<file path="config.mk">
export PLATFORM = sky130hd
export DESIGN_NAME = av_out_top
export DESIGN_NICKNAME = d
export VERILOG_FILES = /design/src/av_pkg.sv /design/src/video_raster.sv /design/src/i2s_clock_gen.sv /design/src/i2s_serializer.sv /design/src/av_out_top.sv
export SDC_FILE = /design/constraint.sdc
export NUM_CORES = 1
export LEC_CHECK = 0
export BUFFER_PORTS_ARGS = -buffer_cell sky130_fd_sc_hd__buf_2
export CELL_PAD_IN_SITES_DETAIL_PLACEMENT = 2
export CELL_PAD_IN_SITES_GLOBAL_PLACEMENT = 2
export CORE_ASPECT_RATIO = 0.5
export CORE_UTILIZATION = 28
export CTS_CLUSTER_SIZE = 28
export DETAILED_ROUTE_END_ITERATION = 10
export PLACE_DENSITY_LB_ADDON = 0.1
export SYNTH_ARGS = -nofsm -noshare
export SYNTH_HDL_FRONTEND = slang
export SYNTH_SLANG_ARGS = --single-unit
</file>
<file path="constraint.sdc">
create_clock -name audgen_mclk -period 2.4 [get_ports audgen_mclk]
set_input_delay 0.48 -clock audgen_mclk [delete_from_list [all_inputs] [get_ports audgen_mclk]]
set_output_delay 0.48 -clock audgen_mclk [all_outputs]
set_load 0.005 [all_outputs]
</file>
<file path="src/av_pkg.sv">
////////////////////
// shared constants, vector types and bus structs for the av generators
// imported by the rtl modules and by the testbench
////////////////////

`default_nettype none

package av_pkg;

    ////////////////////
    // video raster
    ////////////////////

    // 400 x 512 clocks at 12.288 mhz gives one frame per 204800 clocks, 60 hz
    localparam int h_total = 400;
    localparam int h_active = 320;
    // columns before the first visible pixel
    localparam int h_bporch = 10;

    localparam int v_total = 512;
    localparam int v_active = 240;
    // lines before the first visible line
    localparam int v_bporch = 10;

    // hs sits a few clocks after vs so the two never coincide
    localparam int hs_column = 3;

    // flat gray for the visible window
    localparam int fill_level = 60;

    ////////////////////
    // audio
    ////////////////////

    // mclk cycles per sclk period, 12.288 mhz down to 3.072 mhz
    localparam int sclk_div = 4;
    // bit slots per channel, 64 per stereo frame, 48 khz
    localparam int slot_count = 32;
    // active bits per channel, rest of the slots are padding
    localparam int sample_width = 16;

    ////////////////////
    // vector types
    ////////////////////

    // column or line position
    typedef logic [9:0] raster_count_t;
    typedef logic [7:0] color_t;
    // signed pcm, two's complement
    typedef logic signed [15:0] audio_sample_t;
    // bit slot within one channel
    typedef logic [4:0] slot_index_t;

    ////////////////////
    // structs
    ////////////////////

    typedef struct packed {
        color_t r;
        color_t g;
        color_t b;
    } rgb_t;

    // pixel plus sync, all registered together
    typedef struct packed {
        rgb_t rgb;
        logic de;
        logic hs;
        logic vs;
    } video_out_t;

    // the three i2s pins to the dac
    typedef struct packed {
        logic sclk;
        logic lrck;
        logic dac;
    } i2s_bus_t;

    // clock generator to serializer
    typedef struct packed {
        // high in the mclk cycle that ends with the sclk fall
        logic shift_en;
        // coincides with the shift_en at which lrck drops to left
        logic frame_start;
        logic sclk;
        logic lrck;
        // slot of the bit that goes out at the next shift_en
        slot_index_t slot;
    } i2s_timing_t;

endpackage

`default_nettype wire

</file>
<file path="src/video_raster.sv">
////////////////////
// free-running 400 x 512 raster with a 320 x 240 gray window
// one-cycle vs at the origin, one-cycle hs at column 3 of each line
////////////////////

`default_nettype none

module video_raster (
    input  wire logic           audgen_mclk,
    input  wire logic           reset_n,
    output av_pkg::video_out_t  video
);

    import av_pkg::*;

    raster_count_t h_cnt;
    raster_count_t v_cnt;
    logic          h_last;
    logic          v_last;
    logic          h_vis;
    logic          v_vis;
    logic          active;

    ////////////////////
    // counters
    ////////////////////

    // end of line and end of frame
    assign h_last = (h_cnt == raster_count_t'(h_total - 1));
    assign v_last = (v_cnt == raster_count_t'(v_total - 1));

    always_ff @(posedge audgen_mclk or negedge reset_n) begin
        if (!reset_n) begin
            h_cnt <= '0;
            v_cnt <= '0;
        end else begin
            if (h_last) begin
                h_cnt <= '0;
                // line counter only moves at end of line
                if (v_last) begin
                    v_cnt <= '0;
                end else begin
                    v_cnt <= v_cnt + 1'b1;
                end
            end else begin
                h_cnt <= h_cnt + 1'b1;
            end
        end
    end

    ////////////////////
    // window decode
    ////////////////////

    // columns 10..329
    assign h_vis = (h_cnt >= raster_count_t'(h_bporch)) &&
                   (h_cnt < raster_count_t'(h_bporch + h_active));
    // lines 10..249
    assign v_vis = (v_cnt >= raster_count_t'(v_bporch)) &&
                   (v_cnt < raster_count_t'(v_bporch + v_active));
    assign active = h_vis && v_vis;

    ////////////////////
    // output register
    ////////////////////

    // everything lands one clock after the counter state it describes
    always_ff @(posedge audgen_mclk or negedge reset_n) begin
        if (!reset_n) begin
            video <= '0;
        end else begin
            // new frame at the origin
            video.vs <= (h_cnt == '0) && (v_cnt == '0);
            // new line, a few clocks into the porch
            video.hs <= (h_cnt == raster_count_t'(hs_column));
            video.de <= active;
            // gray inside the window, black everywhere else
            if (active) begin
                video.rgb.r <= color_t'(fill_level);
                video.rgb.g <= color_t'(fill_level);
                video.rgb.b <= color_t'(fill_level);
            end else begin
                video.rgb <= '0;
            end
        end
    end

endmodule

`default_nettype wire

</file>
<file path="src/i2s_clock_gen.sv">
////////////////////
// i2s bit clock and word clock from mclk
// sclk = mclk / 4, 32 slots per channel, lrck low is left
////////////////////

`default_nettype none

module i2s_clock_gen (
    input  wire logic            audgen_mclk,
    input  wire logic            reset_n,
    output av_pkg::i2s_timing_t  timing
);

    import av_pkg::*;

    logic [1:0]  div;
    slot_index_t slot_cnt;
    logic        lrck;
    logic        shift_en;
    logic        frame_start;
    logic        fall_next;
    logic        slot_wrap;

    // div runs 0,1,2,3 and sclk is its msb, low 2 clocks then high 2
    // at div == 2 the following cycle is the last high one
    assign fall_next = (div == 2'(sclk_div - 2));
    // slot on the line is the last one of the channel
    assign slot_wrap = (slot_cnt == slot_index_t'(slot_count - 1));

    always_ff @(posedge audgen_mclk or negedge reset_n) begin
        if (!reset_n) begin
            div         <= '0;
            slot_cnt    <= '0;
            lrck        <= 1'b0;
            shift_en    <= 1'b0;
            frame_start <= 1'b0;
        end else begin
            div         <= div + 1'b1;
            shift_en    <= fall_next;
            // right channel ending, next word is left
            frame_start <= fall_next && slot_wrap && lrck;
            // slot, lrck and sclk all change on the same edge
            if (shift_en) begin
                slot_cnt <= slot_cnt + 1'b1;
                if (slot_wrap) begin
                    lrck <= ~lrck;
                end
            end
        end
    end

    assign timing.shift_en    = shift_en;
    assign timing.frame_start = frame_start;
    assign timing.sclk        = div[1];
    assign timing.lrck        = lrck;
    // serializer needs the slot after the coming fall
    assign timing.slot        = slot_cnt + 1'b1;

endmodule

`default_nettype wire

</file>
<file path="src/i2s_serializer.sv">
////////////////////
// i2s data path, msb first with the one-bit delay after lrck
// latches a stereo pair per frame, drives dac on the sclk fall
////////////////////

`default_nettype none

module i2s_serializer (
    input  wire logic                  audgen_mclk,
    input  wire logic                  reset_n,
    input  wire av_pkg::i2s_timing_t   timing,
    input  wire av_pkg::audio_sample_t audio_l,
    input  wire av_pkg::audio_sample_t audio_r,
    output logic                       dac
);

    import av_pkg::*;

    audio_sample_t held_l;
    audio_sample_t held_r;
    audio_sample_t word;
    logic [3:0]    bit_sel;
    logic          in_data;
    logic          next_bit;

    ////////////////////
    // sample latch
    ////////////////////

    // both channels taken together so a frame never mixes two pairs
    // silent until the first frame_start
    always_ff @(posedge audgen_mclk or negedge reset_n) begin
        if (!reset_n) begin
            held_l <= '0;
            held_r <= '0;
        end else if (timing.frame_start) begin
            held_l <= audio_l;
            held_r <= audio_r;
        end
    end

    ////////////////////
    // bit select
    ////////////////////

    // lrck already shows the channel of slots 1..16
    assign word = timing.lrck ? held_r : held_l;

    // slot 0 is the i2s delay bit, 17..31 are padding
    assign in_data = (timing.slot != '0) &&
                     (timing.slot <= slot_index_t'(sample_width));

    // slot 1 -> bit 15 ... slot 16 -> bit 0
    assign bit_sel  = 4'(sample_width - int'(timing.slot));
    assign next_bit = in_data & word[bit_sel];

    // new bit on the same edge that takes sclk low
    // stable again by the next rising sclk
    always_ff @(posedge audgen_mclk or negedge reset_n) begin
        if (!reset_n) begin
            dac <= 1'b0;
        end else if (timing.shift_en) begin
            dac <= next_bit;
        end
    end

endmodule

`default_nettype wire

</file>
<file path="src/av_out_top.sv">
////////////////////
// top level with the video raster and i2s audio on the mclk domain
// samples come in as levels on audio_l / audio_r
////////////////////

`default_nettype none

module av_out_top (
    input  wire logic                  audgen_mclk,
    input  wire logic                  reset_n,
    input  wire av_pkg::audio_sample_t audio_l,
    input  wire av_pkg::audio_sample_t audio_r,
    output av_pkg::video_out_t         video,
    output av_pkg::i2s_bus_t           i2s
);

    import av_pkg::*;

    // strobes and slot position between the audio blocks
    i2s_timing_t timing;
    logic        dac;

    ////////////////////
    // video
    ////////////////////

    video_raster u_video (
        .audgen_mclk (audgen_mclk),
        .reset_n     (reset_n),
        .video       (video)
    );

    ////////////////////
    // audio
    ////////////////////

    i2s_clock_gen u_i2s_clk (
        .audgen_mclk (audgen_mclk),
        .reset_n     (reset_n),
        .timing      (timing)
    );

    i2s_serializer u_i2s_ser (
        .audgen_mclk (audgen_mclk),
        .reset_n     (reset_n),
        .timing      (timing),
        .audio_l     (audio_l),
        .audio_r     (audio_r),
        .dac         (dac)
    );

    // clocks from the generator, data from the serializer
    assign i2s.sclk = timing.sclk;
    assign i2s.lrck = timing.lrck;
    assign i2s.dac  = dac;

endmodule

`default_nettype wire

</file>
==> results of run 1 <==
layout make-up:
type | count | area share
clock buffers | 12 | 0.0655
clock inverters | 3 | 0.00384
inverters | 8 | 0.00767
multi-input cells | 178 | 0.367
flip-flops and latches | 66 | 0.422
well taps | 159 | 0.0508
repair buffers | 59 | 0.0837
report_power, final:
group	total (mW)	internal, mW	switching [mW]
clock network	1.20	0.744	0.459
logic	0.0565	0.0223	0.0342
registers	1.11	1.11	0
state kept, by name (all words and copies together) (netlist names):
name and flops:
u_i2s_ser.dac 1, u_video.v_cnt 10, u_video.video 3, u_i2s_clk.frame_start 1, u_video.h_cnt 10, u_i2s_clk.div 2, u_i2s_ser.held_r 16, u_i2s_ser.held_l 16
u_i2s_clk.shift_en 1, u_i2s_clk.lrck 1, u_i2s_clk.slot_cnt 5
per-layer routing:
layer | vias to the layer above | GRT usage
met5 | - | 0
met4 | 0 | 0.0471
met3 | 7 | 0.0469
met2 | 43 | 0.239
met1 | 1132 | 0.167
li1 | 1037 | -
worst max-delay path: cells and delay by family, from the launching register on:
kind | cells | cell delay (ns)
fa+ha+maj | 1 | 0.63
compound gates | 3 | 0.56
flops | 1 | 0.45
mux | 1 | 0.38
worst max-delay path by stage:
stage                                                  from                   endpoint  slack, ns  cells after the start
final                     u_i2s_clk.slot_cnt[1]$_DFFE_PN0P_  u_i2s_ser.dac$_DFFE_PN0P_       0.25                      5
after global routing      u_i2s_clk.slot_cnt[1]$_DFFE_PN0P_  u_i2s_ser.dac$_DFFE_PN0P_       0.12                      5
after global placement    u_i2s_clk.slot_cnt[1]$_DFFE_PN0P_  u_i2s_ser.dac$_DFFE_PN0P_       0.33                      5
after CTS                 u_i2s_clk.slot_cnt[1]$_DFFE_PN0P_  u_i2s_ser.dac$_DFFE_PN0P_       0.23                      6
after detailed placement  u_i2s_clk.slot_cnt[1]$_DFFE_PN0P_  u_i2s_ser.dac$_DFFE_PN0P_       0.24                      6
after floorplan           u_i2s_clk.slot_cnt[1]$_DFFE_PN0P_  u_i2s_ser.dac$_DFFE_PN0P_       0.54                      6
metrics by stage:
stage,cell area [um2],std cells,utilization
after global placement,3640,470,0.323
after floorplan,3380,291,-
after CTS,3920,485,0.347
after global routing,3920,485,0.347
final,3920,485,0.347
after detailed placement,3640,470,0.323
Yosys cell counts, drive strengths merged, types with 2 or more instances:
cell,count,area [um2]
or4,2,18.8
xor2,7,61.3
clkbuf,4,15.0
mux4,8,180
a31oi,4,25.0
nor4,7,43.8
nor2b,4,25.0
and3,6,37.5
dfrtp,66,1650
o21ai,8,40.0
mux2,36,405
nand3,7,35.0
nor2,12,45.0
buf,35,250
inv,8,30.0
nor3,2,21.3
nand2b,2,12.5
nand4,4,31.3
ha,7,87.6
mux2i,2,20.0
o31ai,3,22.5
xnor2,8,70.1
nand2,20,75.1
a21oi,3,15.0
cells by family after synthesis:
| family | Yosys count | synth area share |
|---|---|---|
| and+or+nand+nor | 70 | 0.113 |
| DFF | 66 | 0.494 |
| buffers and inverters | 47 | 0.0884 |
| muxes | 46 | 0.181 |
| AOI/OAI and AO/OA | 28 | 0.0562 |
| xor gates and xnor gates | 15 | 0.0393 |
| adders and majority gates | 7 | 0.0262 |
| other | 1 | 0.00112 |
==> metrics.cfg, run 1 <==
[worst_setup_path]
reg2reg_setup_slack_ns = 0.25
cp_max_fo = 12
cp_cell_sequence = ha_1, mux4_2, a31o_2, a311oi_1, a2bb2oi_1
worst_path_class_setup = reg -> reg
rr_worst_depth = 5
crit_path_end_kind = flip-flop
crit_slowest_cell = sky130_fd_sc_hd__ha_1
timing.rr.end = u_i2s_ser.dac$_DFFE_PN0P_
worst_r2r_start = u_i2s_clk.slot_cnt[1]$_DFFE_PN0P_
crit_arrival_ns = 2.35
timing.critical_path.slowest_cell_delay_ns = 0.63
worst_ep_required_time_ns = 2.61
critical_path_source_type = flip-flop

[layout]
final_cell_mix = sky130_fd_sc_hd__dfrtp_1, sky130_fd_sc_hd__buf_2, sky130_fd_sc_hd__mux2_2
area.sequential_um2 = 1650
layout_commonest_cell = sky130_fd_sc_hd__dfrtp_1
areaGrowthSynthToFinish_pct = 17.2
fillerInstances = 1223
final_layout_size_suffix_gt1_frac = 0.371
antenna_cells = 0
combined_area_of_the_multi_input_logic_cells_um2 = 1440
nets = 363

[logic_synthesis]
synth_sequential_area_ratio = 0.494
syn-cell-area_um2 = 3340
synth-seq-cells = 66
post_synth.cell_area_avg_um2 = 11.9
synth_cells = 280
ys_types = 46
synth-async-reset-ratio = 1.00
synth_warnings = 0
synth-edff-count = 0
top_flip_flop_cell_by_instance_count_after_synthesis = sky130_fd_sc_hd__dfrtp_1

[sta]
final.setup.tns_ns = 0
part_of_the_cycle_the_worst_path_needs = 0.894
timing.final.max_slew_violations = 0
hold-worst-slack_ns = 0.161
max_clock_freq_mhz = 466
setup_repair_after_global_routing_missed_its_margin = false
worst_slew_pin_slew_ns = 0.691
timing.clock.skew_ns = 0.00759
setup_ws_ns = 0.255
setup_viol_count_final = 0
hold_violations = 0
finalCriticalPeriod_ns = 2.15
maxSlewHeadroom = 0.535

[route]
routed-via-count = 2219
drt_wl_total_um = 7480
vias_per_cell = 4.58
drc = 0
met3WireLength_um = 284
routed.top_layer = met4
drt.antenna.violating_nets = 0
drt_iter0_markers = 108
dr.pass1.iters = 3
route.detailed.wl_per_inst_um = 15.4
dr_wl_met2_um = 3680
met1Wirelength_um = 3420

[clock_tree]
number_of_setup_buffers_added_after_cts = 0
cts_sinks = 66
cts_hold_repair.buffers = 0
tritoncts.num_buffers = 9
cts.path.max_buffers = 2
ctsRootBufferMaster = sky130_fd_sc_hd__clkbuf_16
cts-resized-gates = 0
clk_transition_reported_paths_ns = 0.06
clk_latency_ns = 0.33
cts_htree_levels = 3
tritoncts = built

[outcome]
status = complete, no violations

[grt]
grt_antenna_before_repair = 0
wire_length_of_the_first_global_routing_pass_um = 13100
grt.total_usage = 0.140
grt_pass1_vias = 2566
globalRoute.totalOverflow = 0
maximum_number_of_pins_on_one_net_before_global_route_repair = 67

[floorplan]
core_um2 = 11300
floorplan.die.width_um = 156
io_pins = 64
core.rowCount = 27
initial_utilization = 0.296
die_h_um = 79.2
floorplan.die_area_um2 = 12400

[placed_design]
placement.io_buffers = 51
dpl.hpwl_um = 5350
pre_cts_ws_ns = 0.244
finalWeightedCongestion = 0.764

[power_and_ir_drop]
overall_power_of_the_completed_layout_mw = 2.37
ir_drop_mv = 0.229
power_leakage_nw = 1.94
power.density_cell_area_nw_per_um2 = 606

[worst_hold_path]
hold_path_class = in -> async

[run]
maxCapViolations = 0

Power figures use the tool's default switching activity.
==> run 2, diff against run 1 <==
--- a/config.mk
+++ b/config.mk
@@ -10,7 +10,6 @@
 export CELL_PAD_IN_SITES_GLOBAL_PLACEMENT = 2
 export CORE_ASPECT_RATIO = 0.5
 export CORE_UTILIZATION = 28
-export CTS_CLUSTER_SIZE = 28
 export DETAILED_ROUTE_END_ITERATION = 10
 export PLACE_DENSITY_LB_ADDON = 0.1
 export SYNTH_ARGS = -nofsm -noshare
==> constraint.sdc (replaced) <==
create_clock -name audgen_mclk -period 2.4 [get_ports audgen_mclk]
set_input_delay 0.24 -clock audgen_mclk [delete_from_list [all_inputs] [get_ports audgen_mclk]]
set_output_delay 0.24 -clock audgen_mclk [all_outputs]
set_load 0.005 [all_outputs]
==> metrics.cfg, run 2 (same netlist as run 1, synthesis figures left out) <==
[outcome]
status = complete, no violations

[floorplan]
core_um2 = 11300  ; unchanged
io_pins = 64  ; unchanged
floorplan.die_area_um2 = 12400  ; unchanged
core.rowCount = 27  ; unchanged
initial_utilization = 0.296  ; unchanged
floorplan.die.width_um = 156  ; unchanged
die_h_um = 79.2  ; unchanged

[clock_tree]
tritoncts = built
number_of_setup_buffers_added_after_cts = 0  ; unchanged
cts.path.max_buffers = 2  ; unchanged
cts_sinks = 66  ; unchanged
cts_htree_levels = 3  ; unchanged
ctsRootBufferMaster = sky130_fd_sc_hd__clkbuf_16
clk_transition_reported_paths_ns = 0.06  ; about the same
cts_hold_repair.buffers = 1  ; +1
tritoncts.num_buffers = 9  ; unchanged
cts-resized-gates = 0  ; unchanged
clk_latency_ns = 0.34  ; about the same

[placed_design]
pre_cts_ws_ns = 0.199  ; -0.0459 ns
placement.io_buffers = 51  ; unchanged
placed_cells_incl_taps = 470  ; unchanged
detailed_place.area_um2 = 3640  ; unchanged
dpl.hpwl_um = 5490  ; +2.6%
finalWeightedCongestion = 0.737  ; -3.6%

[worst_setup_path]
rr_worst_depth = 6  ; +1
reg2reg_setup_slack_ns = 0.17  ; -0.09 ns
critical_path_source_type = flip-flop
worst_r2r_start = u_i2s_clk.slot_cnt[1]$_DFFE_PN0P_
buffers_plus_inverters_on_the_worst_setup_path = 0  ; unchanged
crit_path_leading_delay_family = adder cells
crit_path_end_kind = flip-flop
critical_path_cell_count = 6  ; +1
crit_arrival_ns = 2.48  ; +0.13 ns
worst_setup_path_startpoint = u_i2s_clk.slot_cnt[1]$_DFFE_PN0P_
worst_path_class_setup = reg -> reg
cp_cell_sequence = ha_1, mux4_2, mux2i_1, mux2_2, a31oi_1, a2bb2oi_1
cp_max_fo = 12  ; unchanged
crit_slowest_cell = sky130_fd_sc_hd__ha_1
timing.critical_path.slowest_cell_delay_ns = 0.65  ; +0.02 ns
timing.rr.end = u_i2s_ser.dac$_DFFE_PN0P_
critical_path_endpoint = u_i2s_ser.dac$_DFFE_PN0P_
worst_ep_required_time_ns = 2.65  ; +0.04 ns

[layout]
areaGrowthSynthToFinish_pct = 17.9
fillerInstances = 1236  ; +1.1%
finish.instance_area_um2 = 3940  ; +0.58%
final_cell_mix = sky130_fd_sc_hd__dfrtp_1, sky130_fd_sc_hd__buf_2, sky130_fd_sc_hd__mux2_2
final_layout_size_suffix_gt1_frac = 0.369  ; -0.00226
nets = 364  ; +0.28%
instances_no_fill = 487  ; +0.41%
final_core_util = 0.349  ; +0.00200
layout_commonest_cell = sky130_fd_sc_hd__dfrtp_1
antenna_cells = 0  ; unchanged
layout_top_registers = u_i2s_ser.held_l x16, u_i2s_ser.held_r x16

[sta]
finalCriticalPeriod_ns = 2.23  ; +0.0851 ns
maxSlewHeadroom = 0.576  ; +0.0408
timing.final.max_slew_violations = 0  ; unchanged
part_of_the_cycle_the_worst_path_needs = 0.929  ; +0.0355
hold-worst-slack_ns = 0.136  ; -0.0253 ns
worst_slew_pin_slew_ns = 0.630  ; -0.0606 ns
setup_ws_ns = 0.170  ; -0.0851 ns
hold_violations = 0  ; unchanged
final.setup.tns_ns = 0  ; unchanged
setup_viol_count_final = 0  ; unchanged
max_clock_freq_mhz = 448  ; -3.8%
setup_repair_after_global_routing_missed_its_margin = false
timing.clock.skew_ns = 0.00812  ; +0.000521 ns

[power_and_ir_drop]
power.density_cell_area_nw_per_um2 = 615  ; +1.4%
overall_power_of_the_completed_layout_mw = 2.42  ; +2.0%
power_leakage_nw = 1.95  ; +0.45%
ir_drop_mv = 0.249  ; +9.0%

[route]
drt.antenna.violating_nets = 0  ; unchanged
drt_iter0_markers = 63  ; -42%
route.detailed.wl_per_inst_um = 15.9  ; +3.0%
dr.pass1.iters = 4  ; +1
drc = 0  ; unchanged
vias_per_cell = 4.57  ; about the same
routed-via-count = 2228  ; +0.41%
drt_wl_total_um = 7730  ; +3.4%

[grt]
maximum_number_of_pins_on_one_net_before_global_route_repair = 43  ; -36%
grt_antenna_before_repair = 0  ; unchanged
grt.total_usage = 0.144  ; +0.00336
grt_pass1_vias = 2504  ; -2.4%
globalRoute.totalOverflow = 0  ; unchanged
wire_length_of_the_first_global_routing_pass_um = 13000  ; -0.31%

[worst_hold_path]
hold-path-cell-count = 2
hold_path_class = in -> reg

[run]
maxCapViolations = 0  ; unchanged

==> run 2: changes by cell type in the layout (fill, tap and decap cells not counted) <==
| cell | previous run | this run |
|---|---|---|
| sky130_fd_sc_hd__clkbuf_8 | 2 | 3 |
| sky130_fd_sc_hd__clkbuf_1 | 1 | 2 |
| sky130_fd_sc_hd__dlygate4sd3_1 | 0 | 1 |
| sky130_fd_sc_hd__clkinv_2 | 3 | 2 |
==> run 2: power by group <==
| part | internal (mW) | leakage [nW] | switching (mW) |
|---|---|---|---|
| sequential | 1.11 | 0.894 | 0 |
| combinational | 0.0232 | 0.912 | 0.0350 |
| clock | 0.780 | 0.143 | 0.468 |
==> run 2: worst min-delay path by stage <==
stage / from / end / slack, ns
2_1_floorplan: reset_n / u_i2s_clk.div[0]$_DFF_PN0_ / -0.06
3_3_place_gp: reset_n / u_video.h_cnt[1]$_DFF_PN0_ / 0.29
3_5_place_dp: reset_n / u_video.h_cnt[0]$_DFF_PN0_ / 0.30
4_1_cts: audio_l[0] / u_i2s_ser.held_l[0]$_DFFE_PN0P_ / 0.12
5_1_grt: audio_r[3] / u_i2s_ser.held_r[3]$_DFFE_PN0P_ / 0.13
6_report: audio_r[3] / u_i2s_ser.held_r[3]$_DFFE_PN0P_ / 0.14
==> run 2: worst reg2reg max path: stages (launching register included) <==
cell                        delay (ns)
sky130_fd_sc_hd__dfrtp_1          0.46
sky130_fd_sc_hd__ha_1             0.65
sky130_fd_sc_hd__mux4_2           0.32
sky130_fd_sc_hd__mux2i_1          0.07
sky130_fd_sc_hd__mux2_2           0.26
sky130_fd_sc_hd__a31oi_1          0.18
sky130_fd_sc_hd__a2bb2oi_1        0.19
==> run 2: layout make-up <==
type,instances,area (um2),area share
clock buffer,14,274,0.0696
clock inverter,2,10.0,0.00254
multi-input combinational,178,1440,0.364
sequential,66,1650,0.419
inverter,8,30.0,0.00763
tap,159,199,0.0505
timing repair buffer,60,338,0.0858
==> run 2: per-layer routing <==
layer,vias to the layer above,share of wire,GRT usage,wire length [um]
met2,43,0.50,0.247,3830
met4,0,0.017,0.0618,132
met1,1134,0.45,0.164,3450
met5,-,0,0,0
met3,11,0.041,0.0491,315
li1,1040,-,-,-
==> run 3, diff against run 2 <==
--- a/config.mk
+++ b/config.mk
@@ -10,6 +10,7 @@
 export CELL_PAD_IN_SITES_GLOBAL_PLACEMENT = 2
 export CORE_ASPECT_RATIO = 0.5
 export CORE_UTILIZATION = 28
+export CTS_BUF_LIST = sky130_fd_sc_hd__clkbuf_8 sky130_fd_sc_hd__clkbuf_16
 export DETAILED_ROUTE_END_ITERATION = 10
 export PLACE_DENSITY_LB_ADDON = 0.1
 export SYNTH_ARGS = -nofsm -noshare
==> metrics.cfg, run 3 (same netlist as run 1, synthesis figures left out) <==
[grt]
grt_pass1_vias = 2504  ; unchanged
grt_antenna_before_repair = 0  ; unchanged
maximum_number_of_pins_on_one_net_before_global_route_repair = 43  ; unchanged
wire_length_of_the_first_global_routing_pass_um = 13000  ; unchanged
globalRoute.totalOverflow = 0  ; unchanged
grt.total_usage = 0.144  ; unchanged

[placed_design]
placed_cells_incl_taps = 470  ; unchanged
placement.io_buffers = 51  ; unchanged
finalWeightedCongestion = 0.737  ; unchanged
dpl.hpwl_um = 5490  ; unchanged
pre_cts_ws_ns = 0.199  ; unchanged
detailed_place.area_um2 = 3640  ; unchanged

[worst_setup_path]
worst_path_class_setup = reg -> reg
buffers_plus_inverters_on_the_worst_setup_path = 0  ; unchanged
worst_ep_required_time_ns = 2.65  ; about the same
timing.rr.end = u_i2s_ser.dac$_DFFE_PN0P_
crit_path_end_kind = flip-flop
worst_r2r_start = u_i2s_clk.slot_cnt[1]$_DFFE_PN0P_
cp_max_fo = 12  ; unchanged
timing.critical_path.slowest_cell_delay_ns = 0.65  ; about the same
crit_slowest_cell = sky130_fd_sc_hd__ha_1
cp_cell_sequence = ha_1, mux4_2, mux2i_1, mux2_2, a31oi_1, a2bb2oi_1
crit_arrival_ns = 2.48  ; about the same
rr_worst_depth = 6  ; unchanged
critical_path_source_type = flip-flop
crit_path_leading_delay_family = adder cells
reg2reg_setup_slack_ns = 0.17  ; about the same

[power_and_ir_drop]
overall_power_of_the_completed_layout_mw = 2.41  ; -0.36%
power_leakage_nw = 1.96  ; +0.43%
ir_drop_mv = 0.249  ; -0.19%
power.density_cell_area_nw_per_um2 = 612  ; -0.36%

[layout]
instances_no_fill = 487  ; unchanged
combined_area_of_the_multi_input_logic_cells_um2 = 1440  ; unchanged
finish.instance_area_um2 = 3940  ; unchanged
fillerInstances = 1236  ; unchanged
antenna_cells = 0  ; unchanged
layout_top_registers = u_i2s_ser.held_l x16, u_i2s_ser.held_r x16
nets = 364  ; unchanged
final_layout_size_suffix_gt1_frac = 0.369  ; unchanged
layout_commonest_cell = sky130_fd_sc_hd__dfrtp_1
area.sequential_um2 = 1650  ; unchanged
areaGrowthSynthToFinish_pct = 17.9  ; unchanged
final_cell_mix = sky130_fd_sc_hd__dfrtp_1, sky130_fd_sc_hd__buf_2, sky130_fd_sc_hd__mux2_2

[floorplan]
io_pins = 64  ; unchanged
core.rowCount = 27  ; unchanged
core_um2 = 11300  ; unchanged
initial_utilization = 0.296  ; unchanged
floorplan.die.width_um = 156  ; unchanged
floorplan.die_area_um2 = 12400  ; unchanged
die_h_um = 79.2  ; unchanged

[sta]
timing.clock.skew_ns = 0.00794  ; -0.000173 ns
finalCriticalPeriod_ns = 2.23  ; unchanged
setup_ws_ns = 0.170  ; unchanged
setup_viol_count_final = 0  ; unchanged
timing.final.max_slew_violations = 0  ; unchanged
setup_repair_after_global_routing_missed_its_margin = false
hold_violations = 0  ; unchanged
final.setup.tns_ns = 0  ; unchanged
maxSlewHeadroom = 0.576  ; unchanged
worst_slew_pin_slew_ns = 0.630  ; unchanged
part_of_the_cycle_the_worst_path_needs = 0.929  ; unchanged
max_clock_freq_mhz = 448  ; unchanged

[clock_tree]
ctsRootBufferMaster = sky130_fd_sc_hd__clkbuf_16
cts.path.max_buffers = 2  ; unchanged
tritoncts.num_buffers = 9  ; unchanged
clk_latency_ns = 0.34  ; about the same
tritoncts = built
cts_sinks = 66  ; unchanged
clk_transition_reported_paths_ns = 0.06  ; about the same
cts-resized-gates = 0  ; unchanged
cts_htree_levels = 3  ; unchanged

[route]
drt_iter0_markers = 64  ; +1.6%
drc = 0  ; unchanged
vias_per_cell = 4.57  ; unchanged
drt.antenna.violating_nets = 0  ; unchanged
routed-via-count = 2228  ; unchanged
dr.pass1.iters = 4  ; unchanged
route.detailed.wl_per_inst_um = 15.9  ; about the same
drt_wl_total_um = 7730  ; about the same

[run]
maxCapViolations = 0  ; unchanged

[worst_hold_path]
whs_endpoint = u_i2s_ser.held_r[3]$_DFFE_PN0P_
hold_path_class = in -> reg
hold-path-cell-count = 2  ; unchanged
worst_hold_startpoint = audio_r[3]

[outcome]
status = complete, no violations

[run 3: worst max-delay path by stage]
stage | start | to | slack (ns) | depth (start not counted)
final | u_i2s_clk.slot_cnt[1]$_DFFE_PN0P_ | u_i2s_ser.dac$_DFFE_PN0P_ | 0.17 | 6
after global placement | u_i2s_clk.slot_cnt[1]$_DFFE_PN0P_ | u_i2s_ser.dac$_DFFE_PN0P_ | 0.32 | 6
after CTS | u_i2s_clk.slot_cnt[1]$_DFFE_PN0P_ | u_i2s_ser.dac$_DFFE_PN0P_ | 0.19 | 6
after detailed placement | u_i2s_clk.slot_cnt[1]$_DFFE_PN0P_ | u_i2s_ser.dac$_DFFE_PN0P_ | 0.20 | 6
after floorplan | u_i2s_clk.slot_cnt[1]$_DFFE_PN0P_ | u_i2s_ser.dac$_DFFE_PN0P_ | 0.54 | 6
after global routing | u_i2s_clk.slot_cnt[1]$_DFFE_PN0P_ | u_i2s_ser.dac$_DFFE_PN0P_ | 0.02 | 6
[run 3: final cells by class]
class | count | share of cell area
Sequential cell | 66 | 0.419
Multi-Input combinational cell | 178 | 0.364
Timing Repair Buffer | 60 | 0.0858
Clock buffer | 12 | 0.0677
Tap cell | 159 | 0.0505
Inverter | 8 | 0.00763
Clock inverter | 4 | 0.00445
[run 3: what timing repair did]
item,4_1_cts,5_1_grt
setup buffers,0,0
setup endpoints to repair,0,0
hold buffers,1,0
endpoints found under the hold margin,24,0
[run 3: through the flow]
step / hold WS (ns) / util
final: 0.136 / 0.349
after global routing: 0.128 / 0.349
after CTS: 0.119 / 0.349
after detailed placement: 0.298 / 0.323
after global placement: 0.291 / 0.323
after floorplan: -0.0556 / -
[run 3: metal layers]
layer | wire length, um | vias up | track usage | part of all wire
met1 | 3450 | 1134 | 0.164 | 0.45
met2 | 3830 | 43 | 0.247 | 0.50
met4 | 132 | 0 | 0.0618 | 0.017
met5 | 0 | - | 0 | 0
li1 | - | 1040 | - | -
met3 | 315 | 11 | 0.0491 | 0.041
[run 3: power breakdown]
| group | total, mW | switching, mW | internal (mW) |
|---|---|---|---|
| sequential | 1.11 | 0 | 1.11 |
| combinational | 0.0583 | 0.0350 | 0.0232 |
| clock | 1.24 | 0.468 | 0.772 |
